==> src/rtl/alu_pkg.sv <==
// vector alu package: lane count, data widths, opcodes, source codes and the instruction word
`default_nettype none

package alu_pkg;

	// ==================================================
	// widths
	// ==================================================

	// lane count of every vector
	localparam int LANES = 4;

	// working lane value inside the alu
	typedef logic signed [15:0] elem_t;
	// sram reads a stream lane as signed and dram takes it raw
	typedef logic [7:0] data_t;

	typedef elem_t [LANES-1:0] elem_vec_t;
	typedef data_t [LANES-1:0] data_vec_t;

	typedef logic [3:0] reg_addr_t;
	// shift amount or the sub-code of the logic group
	typedef logic [4:0] shamt_t;

	// to_dram code that disables the dram write
	localparam logic [1:0] TO_DRAM_NONE = 2'b11;

	// ==================================================
	// encodings
	// ==================================================

	// codes 2, 5 and 7 are not implemented and give zero
	typedef enum logic [2:0] {
		OP_ADD   = 3'd0,
		OP_SUB   = 3'd1,
		OP_L1    = 3'd3,
		OP_MAC   = 3'd4,
		OP_LOGIC = 3'd6
	} alu_opcode_e;

	// codes 6 and 7 select zero
	typedef enum logic [2:0] {
		SRC_CONST = 3'd0,
		SRC_REG   = 3'd1,
		SRC_SRAM0 = 3'd2,
		SRC_SRAM1 = 3'd3,
		SRC_TEMP0 = 3'd4,
		SRC_TEMP1 = 3'd5
	} src_sel_e;

	// one instruction as it arrives with op rdy
	typedef struct packed {
		alu_opcode_e opcode;
		shamt_t      shamt;
		src_sel_e    src_a;
		src_sel_e    src_b;
		src_sel_e    src_c;
		elem_t       const_a;
		elem_t       const_b;
		elem_t       const_c;
		reg_addr_t   reg_raddr;
		logic        to_reg;
		reg_addr_t   reg_waddr;
		logic        to_temp;
		// 3 means no dram write and any other code shifts the result by twice its value
		logic [1:0]  to_dram;
	} alu_inst_t;

endpackage

`default_nettype wire

==> src/rtl/operand_select.sv <==
// operand select: picks one four-lane operand from the constant, register, sram or temp sources
`default_nettype none
`timescale 1ns/1ns

module operand_select
	import alu_pkg::*;
(
	input  src_sel_e  i_sel,
	input  elem_t     i_const,
	input  elem_vec_t i_reg,
	input  data_vec_t i_sram0,
	input  data_vec_t i_sram1,
	input  elem_vec_t i_temp0,
	input  elem_vec_t i_temp1,
	output elem_vec_t o_opnd
);

	always_comb begin
		case (i_sel)
			SRC_CONST: begin
				// constant goes to every lane
				for (int i = 0; i < LANES; i++) begin
					o_opnd[i] = i_const;
				end
			end
			SRC_REG: begin
				o_opnd = i_reg;
			end
			SRC_SRAM0: begin
				// sram bytes are signed, extend to the working width
				for (int i = 0; i < LANES; i++) begin
					o_opnd[i] = elem_t'($signed(i_sram0[i]));
				end
			end
			SRC_SRAM1: begin
				for (int i = 0; i < LANES; i++) begin
					o_opnd[i] = elem_t'($signed(i_sram1[i]));
				end
			end
			SRC_TEMP0: begin
				// newest result
				o_opnd = i_temp0;
			end
			SRC_TEMP1: begin
				o_opnd = i_temp1;
			end
			default: begin
				o_opnd = '0;
			end
		endcase
	end

endmodule

`default_nettype wire

==> src/rtl/vector_compute.sv <==
// vector compute: lane-wise add, sub, l1 distance, mac and logic group with right shift
`default_nettype none
`timescale 1ns/1ns

module vector_compute
	import alu_pkg::*;
(
	input  alu_opcode_e i_opcode,
	input  shamt_t      i_shamt,
	input  elem_vec_t   i_a,
	input  elem_vec_t   i_b,
	input  elem_vec_t   i_c,
	output elem_vec_t   o_result
);

	// ==================================================
	// per-lane datapath
	// ==================================================

	// every sum wraps at 16 bits, the shift is arithmetic and only
	// applies to the b/c term, a is added unshifted
	always_comb begin
		for (int l = 0; l < LANES; l++) begin : lane
			elem_t a;
			elem_t b;
			elem_t c;
			elem_t sum_bc;
			elem_t dif_bc;
			elem_t abs_bc;
			elem_t prod;
			elem_t res;

			a = i_a[l];
			b = i_b[l];
			c = i_c[l];
			sum_bc = b + c;
			dif_bc = b - c;
			abs_bc = dif_bc[15] ? -dif_bc : dif_bc;
			// signed product of the low bytes, fits in 16 bits
			prod = $signed(b[7:0]) * $signed(c[7:0]);

			case (i_opcode)
				OP_ADD:   res = a + (sum_bc >>> i_shamt);
				OP_SUB:   res = a + (dif_bc >>> i_shamt);
				OP_L1:    res = a + (abs_bc >>> i_shamt);
				OP_MAC:   res = a + (prod >>> i_shamt);
				OP_LOGIC: begin
					// shamt carries the sub-code here
					case (i_shamt)
						5'd0: res = (a == '0) ? b : c;
						5'd2: res = (b > c) ? b : c;
						5'd3: res = (b < c) ? b : c;
						default: res = '0;
					endcase
				end
				default:  res = '0;
			endcase

			o_result[l] = res;
		end
	end

endmodule

`default_nettype wire

==> src/rtl/issue_ctrl.sv <==
// issue control: op, sram and dram handshakes, write enables and the commit pulse
`default_nettype none
`timescale 1ns/1ns

module issue_ctrl
	import alu_pkg::*;
(
	input  logic       i_clk,
	input  logic       i_rst,
	input  logic       i_op_rdy,
	output logic       o_op_ack,
	input  src_sel_e   i_src_a,
	input  src_sel_e   i_src_b,
	input  src_sel_e   i_src_c,
	input  logic [1:0] i_to_dram,
	input  logic       i_to_reg,
	input  logic       i_to_temp,
	input  logic       i_sramrd0_rdy,
	output logic       o_sramrd0_ack,
	input  logic       i_sramrd1_rdy,
	output logic       o_sramrd1_ack,
	output logic       o_dramwd_rdy,
	input  logic       i_dramwd_ack,
	output logic       o_reg_we,
	output logic       o_temp_we,
	output logic       o_inst_commit
);

	logic need_rd0;
	logic need_rd1;
	logic to_dram;
	logic data_ready;

	// a stream is needed if any operand names it
	assign need_rd0 = (i_src_a == SRC_SRAM0) || (i_src_b == SRC_SRAM0) || (i_src_c == SRC_SRAM0);
	assign need_rd1 = (i_src_a == SRC_SRAM1) || (i_src_b == SRC_SRAM1) || (i_src_c == SRC_SRAM1);
	assign to_dram = i_to_dram != TO_DRAM_NONE;

	assign data_ready = i_op_rdy && (!need_rd0 || i_sramrd0_rdy) && (!need_rd1 || i_sramrd1_rdy);

	// with a dram write the op finishes on the dram ack
	assign o_dramwd_rdy = data_ready && to_dram;
	assign o_op_ack = to_dram ? (o_dramwd_rdy && i_dramwd_ack) : data_ready;

	assign o_sramrd0_ack = o_op_ack && need_rd0;
	assign o_sramrd1_ack = o_op_ack && need_rd1;
	assign o_reg_we = o_op_ack && i_to_reg;
	assign o_temp_we = o_op_ack && i_to_temp;
	assign o_inst_commit = o_op_ack;

	// ==================================================
	// protocol checks
	// ==================================================

	// a stream is never consumed unless its producer offers data
	a_sram_ack_has_rdy: assert property (@(posedge i_clk) disable iff (i_rst)
		(o_sramrd0_ack |-> i_sramrd0_rdy) and (o_sramrd1_ack |-> i_sramrd1_rdy));

	// once offered, dram data stays offered until taken
	a_dramwd_rdy_held: assert property (@(posedge i_clk) disable iff (i_rst)
		o_dramwd_rdy && !i_dramwd_ack |=> o_dramwd_rdy);

endmodule

`default_nettype wire

==> src/rtl/vector_alu.sv <==
// vector alu: operand selection, lane compute, dram narrowing and issue handshakes
`default_nettype none
`timescale 1ns/1ns

module vector_alu
	import alu_pkg::*;
(
	input  logic      i_clk,
	input  logic      i_rst,
	input  logic      i_op_rdy,
	output logic      o_op_ack,
	input  alu_inst_t i_inst,
	input  elem_vec_t i_reg_rdata,
	input  elem_vec_t i_temp0,
	input  elem_vec_t i_temp1,
	input  logic      i_sramrd0_rdy,
	output logic      o_sramrd0_ack,
	input  data_vec_t i_sramrd0,
	input  logic      i_sramrd1_rdy,
	output logic      o_sramrd1_ack,
	input  data_vec_t i_sramrd1,
	output logic      o_dramwd_rdy,
	input  logic      i_dramwd_ack,
	output data_vec_t o_dramwd,
	output logic      o_reg_we,
	output reg_addr_t o_reg_waddr,
	output logic      o_temp_we,
	output elem_vec_t o_result,
	output logic      o_inst_commit
);

	elem_vec_t opnd_a;
	elem_vec_t opnd_b;
	elem_vec_t opnd_c;
	logic [2:0] dram_shift;

	// ==================================================
	// operands and compute
	// ==================================================

	operand_select u_sel_a (
		.i_sel(i_inst.src_a), .i_const(i_inst.const_a), .i_reg(i_reg_rdata),
		.i_sram0(i_sramrd0), .i_sram1(i_sramrd1),
		.i_temp0(i_temp0), .i_temp1(i_temp1), .o_opnd(opnd_a)
	);

	operand_select u_sel_b (
		.i_sel(i_inst.src_b), .i_const(i_inst.const_b), .i_reg(i_reg_rdata),
		.i_sram0(i_sramrd0), .i_sram1(i_sramrd1),
		.i_temp0(i_temp0), .i_temp1(i_temp1), .o_opnd(opnd_b)
	);

	operand_select u_sel_c (
		.i_sel(i_inst.src_c), .i_const(i_inst.const_c), .i_reg(i_reg_rdata),
		.i_sram0(i_sramrd0), .i_sram1(i_sramrd1),
		.i_temp0(i_temp0), .i_temp1(i_temp1), .o_opnd(opnd_c)
	);

	vector_compute u_compute (
		.i_opcode(i_inst.opcode), .i_shamt(i_inst.shamt),
		.i_a(opnd_a), .i_b(opnd_b), .i_c(opnd_c), .o_result(o_result)
	);

	// dram lanes keep the low byte after a shift of 0, 2, 4 or 6
	assign dram_shift = {i_inst.to_dram, 1'b0};

	always_comb begin
		for (int i = 0; i < LANES; i++) begin
			o_dramwd[i] = data_t'(o_result[i] >> dram_shift);
		end
	end

	assign o_reg_waddr = i_inst.reg_waddr;

	// ==================================================
	// handshakes
	// ==================================================

	issue_ctrl u_issue (
		.i_clk(i_clk), .i_rst(i_rst),
		.i_op_rdy(i_op_rdy), .o_op_ack(o_op_ack),
		.i_src_a(i_inst.src_a), .i_src_b(i_inst.src_b), .i_src_c(i_inst.src_c),
		.i_to_dram(i_inst.to_dram), .i_to_reg(i_inst.to_reg), .i_to_temp(i_inst.to_temp),
		.i_sramrd0_rdy(i_sramrd0_rdy), .o_sramrd0_ack(o_sramrd0_ack),
		.i_sramrd1_rdy(i_sramrd1_rdy), .o_sramrd1_ack(o_sramrd1_ack),
		.o_dramwd_rdy(o_dramwd_rdy), .i_dramwd_ack(i_dramwd_ack),
		.o_reg_we(o_reg_we), .o_temp_we(o_temp_we), .o_inst_commit(o_inst_commit)
	);

endmodule

`default_nettype wire

==> src/rtl/vector_reg_file.sv <==
// vector register file: one combinational read port, one synchronous write port
`default_nettype none
`timescale 1ns/1ns

module vector_reg_file
	import alu_pkg::*;
#(
	parameter int NREG = 16
) (
	input  logic      i_clk,
	input  logic      i_rst,
	input  reg_addr_t i_raddr,
	output elem_vec_t o_rdata,
	input  logic      i_we,
	input  reg_addr_t i_waddr,
	input  elem_vec_t i_wdata
);

	elem_vec_t regs [NREG];

	// addresses past the last register read as zero
	assign o_rdata = (i_raddr < NREG) ? regs[i_raddr] : '0;

	// whole file clears so early reads see zero
	always_ff @(posedge i_clk) begin
		if (i_rst) begin
			for (int i = 0; i < NREG; i++) begin
				regs[i] <= '0;
			end
		end else if (i_we) begin
			regs[i_waddr] <= i_wdata;
		end
	end

	// the instruction must not name a register this file lacks
	a_waddr_in_range: assert property (@(posedge i_clk) disable iff (i_rst)
		i_we |-> i_waddr < NREG);

endmodule

`default_nettype wire

==> src/rtl/temp_buffer.sv <==
// temp buffer: two-entry delay line of the most recent alu results
`default_nettype none
`timescale 1ns/1ns

module temp_buffer
	import alu_pkg::*;
(
	input  logic      i_clk,
	input  logic      i_rst,
	input  logic      i_we,
	input  elem_vec_t i_wdata,
	output elem_vec_t o_temp0,
	output elem_vec_t o_temp1
);

	elem_vec_t slot0;
	elem_vec_t slot1;

	// a write shifts the line, slot 0 always holds the newest result
	always_ff @(posedge i_clk) begin
		if (i_rst) begin
			slot0 <= '0;
			slot1 <= '0;
		end else if (i_we) begin
			slot0 <= i_wdata;
			slot1 <= slot0;
		end
	end

	assign o_temp0 = slot0;
	assign o_temp1 = slot1;

endmodule

`default_nettype wire

==> src/rtl/alu_stage_top.sv <==
// alu stage top: vector alu with its register file and temp buffer
`default_nettype none
`timescale 1ns/1ns

module alu_stage_top
	import alu_pkg::*;
#(
	parameter int NREG = 16
) (
	input  logic      i_clk,
	input  logic      i_rst,
	input  logic      i_op_rdy,
	output logic      o_op_ack,
	input  alu_inst_t i_inst,
	input  logic      i_sramrd0_rdy,
	output logic      o_sramrd0_ack,
	input  data_vec_t i_sramrd0,
	input  logic      i_sramrd1_rdy,
	output logic      o_sramrd1_ack,
	input  data_vec_t i_sramrd1,
	output logic      o_dramwd_rdy,
	input  logic      i_dramwd_ack,
	output data_vec_t o_dramwd,
	output logic      o_inst_commit
);

	elem_vec_t reg_rdata;
	elem_vec_t temp0;
	elem_vec_t temp1;
	elem_vec_t result;
	logic      reg_we;
	reg_addr_t reg_waddr;
	logic      temp_we;

	vector_alu u_alu (
		.i_clk(i_clk), .i_rst(i_rst),
		.i_op_rdy(i_op_rdy), .o_op_ack(o_op_ack), .i_inst(i_inst),
		.i_reg_rdata(reg_rdata), .i_temp0(temp0), .i_temp1(temp1),
		.i_sramrd0_rdy(i_sramrd0_rdy), .o_sramrd0_ack(o_sramrd0_ack), .i_sramrd0(i_sramrd0),
		.i_sramrd1_rdy(i_sramrd1_rdy), .o_sramrd1_ack(o_sramrd1_ack), .i_sramrd1(i_sramrd1),
		.o_dramwd_rdy(o_dramwd_rdy), .i_dramwd_ack(i_dramwd_ack), .o_dramwd(o_dramwd),
		.o_reg_we(reg_we), .o_reg_waddr(reg_waddr), .o_temp_we(temp_we),
		.o_result(result), .o_inst_commit(o_inst_commit)
	);

	// read address comes straight from the instruction
	vector_reg_file #(
		.NREG(NREG)
	) u_reg_file (
		.i_clk(i_clk), .i_rst(i_rst),
		.i_raddr(i_inst.reg_raddr), .o_rdata(reg_rdata),
		.i_we(reg_we), .i_waddr(reg_waddr), .i_wdata(result)
	);

	temp_buffer u_temp (
		.i_clk(i_clk), .i_rst(i_rst),
		.i_we(temp_we), .i_wdata(result),
		.o_temp0(temp0), .o_temp1(temp1)
	);

endmodule

`default_nettype wire

==> config.mk <==
export PLATFORM = sky130hd
export DESIGN_NAME = alu_stage_top
export DESIGN_NICKNAME = d
export VERILOG_FILES = /design/src/rtl/alu_pkg.sv /design/src/rtl/operand_select.sv /design/src/rtl/vector_compute.sv /design/src/rtl/issue_ctrl.sv /design/src/rtl/vector_alu.sv /design/src/rtl/vector_reg_file.sv /design/src/rtl/temp_buffer.sv /design/src/rtl/alu_stage_top.sv
export SDC_FILE = /design/constraint.sdc
export NUM_CORES = 2
export LEC_CHECK = 0
export ABC_AREA = 1
export CAP_MARGIN = 20
export CELL_PAD_IN_SITES_DETAIL_PLACEMENT = 1
export CELL_PAD_IN_SITES_GLOBAL_PLACEMENT = 1
export CORE_ASPECT_RATIO = 1.5
export CORE_MARGIN = 2
export CORE_UTILIZATION = 44
export CTS_CLUSTER_SIZE = 16
export DETAILED_ROUTE_END_ITERATION = 8
export DONT_BUFFER_PORTS = 1
export GPL_TIMING_DRIVEN = 1
export HOLD_SLACK_MARGIN = 0.12
export PLACE_DENSITY_LB_ADDON = 0.15
export SLEW_MARGIN = 20
export SYNTH_ARGS = -nofsm -noshare
export SYNTH_HDL_FRONTEND = slang
export SYNTH_HIERARCHICAL = 1
export SYNTH_SLANG_ARGS = --single-unit
==> constraint.sdc <==
create_clock -name i_clk -period 10.7 [get_ports i_clk]
set_input_delay 1.605 -clock i_clk [delete_from_list [all_inputs] [get_ports i_clk]]
set_output_delay 1.605 -clock i_clk [all_outputs]
set_load 0.03 [all_outputs]
; Word level (Yosys, flattened, before mapping)
; Memory sizes are Yosys's and may differ from the RTL's.
; Index checks and enable logic that the tools add are counted.
[classes]
addsub = 28
multipliers = 4
magnitude_cmp = 8
n_eq_ne = 22
n_shift = 20
n_mux = 36
n_reduce_logical = 26
[op_table]
columns = cell, n
row1 = $pmux W64 S6, 3
row2 = $add A16 B16 Y16, 20
row3 = $pmux W16 S5, 4
row4 = $mux W16, 16
row5 = $sshr A16 B5 Y16, 16
row6 = $pmux W16 S3, 4
row7 = $gt A16 B16 Y1, 4
row8 = $logic_not A16 Y1, 4
row9 = $lt A16 B16 Y1, 4
row10 = $mul A8 B8 Y16, 4
row11 = $mux W64, 1
row12 = $neg A16 Y16, 4
row13 = $reduce_or A64 Y1, 1
row14 = $shr A16 B3 Y8, 4
row15 = $sub A16 B16 Y16, 4
row16 = $eq A3 B3 Y1 const B, 8
row17 = $eq A3 B2 Y1 const B, 7
row18 = $eq A3 B1 Y1 const B, 4
row19 = $logic_not A3 Y1, 4
row20 = $eq A5 B2 Y1 const B, 2
row21 = $logic_and A1 B1 Y1, 8
row22 = $mux W1, 7
row23 = $logic_or A1 B1 Y1, 6
row24 = $logic_not A5 Y1, 1
row25 = 3 further kinds, 4
[word_totals]
ff_bits = 128
ramBits = 1024
input_bits = 147
mem_count = 1
[mem_list]
columns = name, depth, width, rd, rd_ports_with_merged_regs, write_ports, line_no
row1 = u_reg_file.regs, 16, 64, 1, 0, 16, vector_reg_file.sv:19  ; elem_vec_t regs [NREG];

; Longest topological paths before layout
[depth]
word_depth = 16
mapped_depth = 68
depth_no_buf = 64

; By module
; Netlist, hierarchy kept.
[modules_own_cells]
columns = module, n_inst, cells_per_inst, area_per_inst_um2, seq_area_each_um2
row1 = vector_reg_file, 1, 5431, 49122.1, 30749.5
row2 = vector_compute, 1, 5133, 29623.4, 0.0
row3 = operand_select, 3, 651, 3006.6, 0.0
row4 = temp_buffer, 1, 811, 5206.2, 2562.5
row5 = vector_alu, 1, 271, 1148.6, 0.0
row6 = issue_ctrl, 1, 31, 172.7, 0.0

; Worst setup path before layout
; No wires, ideal clock.
[synth_timing]
path_kind = in2out
from = in i_inst[9] (netlist bit)
to = out o_dramwd[22] (netlist bit)
arrival_time_ns = 9.531
t_required_ns = 9.095
slack_ns = -0.436
cell_stages = 60
path_buffers = 4
path_cell_list = buf_2 -> buf_2 -> clkbuf_1 -> nand3_1 -> nand3_1 -> nand3_1 -> nand2_1 -> nand4_1 -> nand2_1 -> nor2_1 -> nand2_1 -> clkbuf_1 -> nand2_1 -> fa_1 -> fa_1 -> inv_1 -> fa_1 -> inv_1 -> [24 not listed] -> nand2_1 -> nand2_1 -> o21a_1 -> nor2_1 -> nor2_1 -> o21bai_1 -> nand3_1 -> nand2_1 -> nand2_1 -> inv_1 -> o21ai_0 -> nand2_1 -> nor2_1 -> o21ai_0 -> inv_1 -> nand2_1 -> nand3_1 -> nand2_1
[synth_rtl]
columns = element, line_no
row1 = "start, declared", alu_stage_top.sv:14  ; input alu_inst_t i_inst,
row2 = "end, declared", alu_stage_top.sv:23  ; output data_vec_t o_dramwd,

==> results.md <==
- Clock edge transition at the registers on the reported setup and hold paths: ~60 ps
- Post-synth EDFFs: just over 1000
- Core area: about 210000 sq um
- Cts hold-fix bufs: 0
- Clock root cell: clkbuf_16
- CTS HTree Levels: 3
- I/O pin total: 184
- Initial DRC Count: between 9000 and 10000
- Largest net degree at the start of global routing: roughly 520
- Vias in the first global route: roughly 110k
- Setup crit start kind: input pin
- Critical Path AT: between 10000 and 15000 ps
- Critical path type: in2out
- PD cells: around 150 nW/um^2
- Synth Cell Area: about 94000 sq um
- Remaining Overflow, GRT: 0
- Non-Filler Instances: 17400
- WL per Instance: 28.3 um
- Slowest stage delay, CP: 510 ps
- Maximum vdd drop: roughly 200 uV
- Initial antenna violation count: 24
- Status: complete, but fails checks
- Ys async rst share: 0%
- DRC: 0
- Failing checks: slew limit, setup timing
- CTS tree: done
- Hold crit path type: reg2reg
- Final period utilization: 117%
- Die span in y: approximately 570 um
- Full die area: 218000 sq um
- CTS max path bufs: 3
- Post-DP HPWL: 341000 um
- RSZ-0062 raised after global routing: true
- Starting density of the core: about 44%
- Final core utilization: 53.3%
- Max Fanout on Critical Path: 515
- Clk sinks: between 1000 and 1500
- Total design power: around 17000 uW
- Critical path's most frequent cell: buf_4
- GRT Util Overall: 43.4%
- Die X: about 380 um
- First-pass iteration count of the detailed router: 6
- Highest clock rate: slightly below 0.08 GHz
- Rows: 208
- Leakage: between 0.05 and 0.06 uW
- Synth unique cells: between 50 and 60
- Routed Antenna Nets: 0
- Cts bufs inserted: roughly 110
- Final worst slack: -1870 ps
- Setup Skew: 89.6 ps
- First-pass GRT wire length: 702000 um
- Sequential area share after synthesis: a little over a third
- Setup violators final: 75
- Post-DP Area: between 100000 and 150000 sq um
- Synthesized area per cell: between 6 and 7 sq um
- Layout area overhead: 20.8%
- Element type at the critical path end: output pin
- Post-synth top flop: edfxtp_1
- CP Data Required Time: ~9100 ps
- Share of cells above drive strength 1: between 10% and 20%
- Clock latency on the worst-skew pair: 760 ps
- Synthesized flop and latch total: roughly 1200
- DR vias: between 100k and 150k
- Most frequent cells in the layout: nand2_1, inv_1, nor2_1
- Slew @ Worst Pin: about 1600 ps
- Final hold vios: 0
- Dpl cells: ~17000
- Synth Instances: about 14000
- Slew Viols, Final: 118
- Worst slew margin: -8.10%
- CP Buf/Inv Count: 25
- Most common library cell in the layout ignoring fill and taps: nand2_1
- Vias per cell: 5.95
- Syn_nets: ~14000
- Buffers on Ports: 0
- Final Cell Area: 114000 sq um
- YS warnings: 6
- Fin crit period: between 10000 and 15000 ps
- Final nets: 15200
- Final WL: roughly 500000 um
- Crit path max-delay cell type: fa_1
- Max-cap violation count: 0
- Routability cong.: roughly 1.1
- Crit path max-delay family: buffers and inverters
==> stage by stage <==
step	worst slack [ps]	TNS, ps	hold WS, ps
3_5_place_dp	-1820	-113060	494
2_1_floorplan	-43.0	-47.1	475
6_report	-1870	-56390	508
3_3_place_gp	-1730	-75120	487
4_1_cts	-1150	-29770	503
5_1_grt	-1680	-46820	534
==> where the power goes <==
part	leakage (uW)	internal, uW	switching [uW]
Clock	0.00161	1980	1860
Sequential	0.0120	5010	77.6
Combinational	0.0424	2880	4710
Total	0.0561	9870	6650
==> worst min-delay path, cell delays in order, from the launching register on <==
cell	delay [ps]
dfxtp_1	330
nor2_1	90
nor2_1	50
==> sequential cells by signal (all words and copies together) (netlist names) <==
register / flops
u_reg_file/regs: 1024
u_temp/o_temp0: 64
u_temp/o_temp1: 64
==> per-layer routing <==
layer / up-vias / global-route usage, % / routed length (um)
met5: - / 0 / 117
met4: 20 / 34.8 / 45700
met3: 2047 / 8.81 / 43300
li1: 45100 / - / -
met1: 50700 / 48.4 / 174000
met2: 5626 / 72.0 / 229000
==> final cells by class <==
cell class              instances  area [sq um]
diodes                         13          32.5
clock buffers                 127          2720
clock inverters                69           646
fillers                     27200         99800
inverters                    2137          8080
multi-input cells            9450         50800
flip-flops and latches       1152         33300
well taps                    2835          3550
repair buffers               1611         14700
repair inverters                2          38.8
==> what timing repair did <==
action,CTS,global route
setup buffers,35,38
gates cloned,9,4
setup endpoints to repair,34,129
pin swaps,66,134
gates resized for setup,279,329
==> final timing paths <==
path	startpoint	to	slack, ps	cells past startpoint
setup / recovery	i_inst[8]	o_dramwd[15]	-1870	63
setup reg to reg	u_reg_file/regs[7][20]$_SDFFCE_PN0P_	u_reg_file/regs[0][31]$_SDFFCE_PN0P_	1260	60
hold reg to reg	u_temp/o_temp1[27]$_SDFFE_PP0P_	u_temp/o_temp1[27]$_SDFFE_PP0P_	510	2
hold / removal	u_temp/o_temp1[27]$_SDFFE_PP0P_	u_temp/o_temp1[27]$_SDFFE_PP0P_	510	2
==> cells in the mapped netlist (6+ instances only) <==
cell type / instances / share of area [%]
nor3_1: 44 / 0.23
buf_1: 65 / 0.26
a21o_1: 20 / 0.16
nand3b_1: 6 / 0.048
nand4_1: 512 / 3.4
clkinv_1: 9 / 0.036
a31oi_1: 26 / 0.17
nor3_2: 12 / 0.13
nor2_2: 13 / 0.086
xor2_1: 63 / 0.59
buf_2: 264 / 1.4
nor4_1: 17 / 0.11
o211ai_1: 63 / 0.50
nand3_1: 1565 / 8.3
buf_6: 86 / 1.0
dfxtp_1: 128 / 2.7
a22o_1: 7 / 0.065
edfxtp_1: 1024 / 33
inv_1: 2091 / 8.3
nor2_1: 1786 / 7.1
or2_2: 31 / 0.21
ha_1: 320 / 4.2
a21oi_1: 465 / 2.5
xnor2_1: 24 / 0.22
inv_2: 37 / 0.15
nand2_1: 3659 / 15
fa_1: 232 / 4.9
a211oi_1: 10 / 0.080
a21oi_2: 17 / 0.16
o21bai_1: 20 / 0.16
o31ai_1: 13 / 0.10
nand2_2: 30 / 0.20
o21a_1: 9 / 0.072
o21ai_0: 362 / 1.9
buf_4: 67 / 0.53
o21ai_1: 39 / 0.21
a32o_1: 14 / 0.15
nand3_2: 24 / 0.25
clkbuf_1: 408 / 1.6
==> logic make-up (layout without fill, tap and decap cells) <==
family,after synthesis,in the layout,share of synthesized area (%)
flops,1152,1152,35.3
other cells,0,13,0
fa+ha+maj,552,552,9.17
xor+xnor,91,91,0.877
simple gates,7709,7709,34.8
compound gates,1098,1098,6.50
buf+inv,3028,3946,13.4
(Power assumes the default switching activity.)
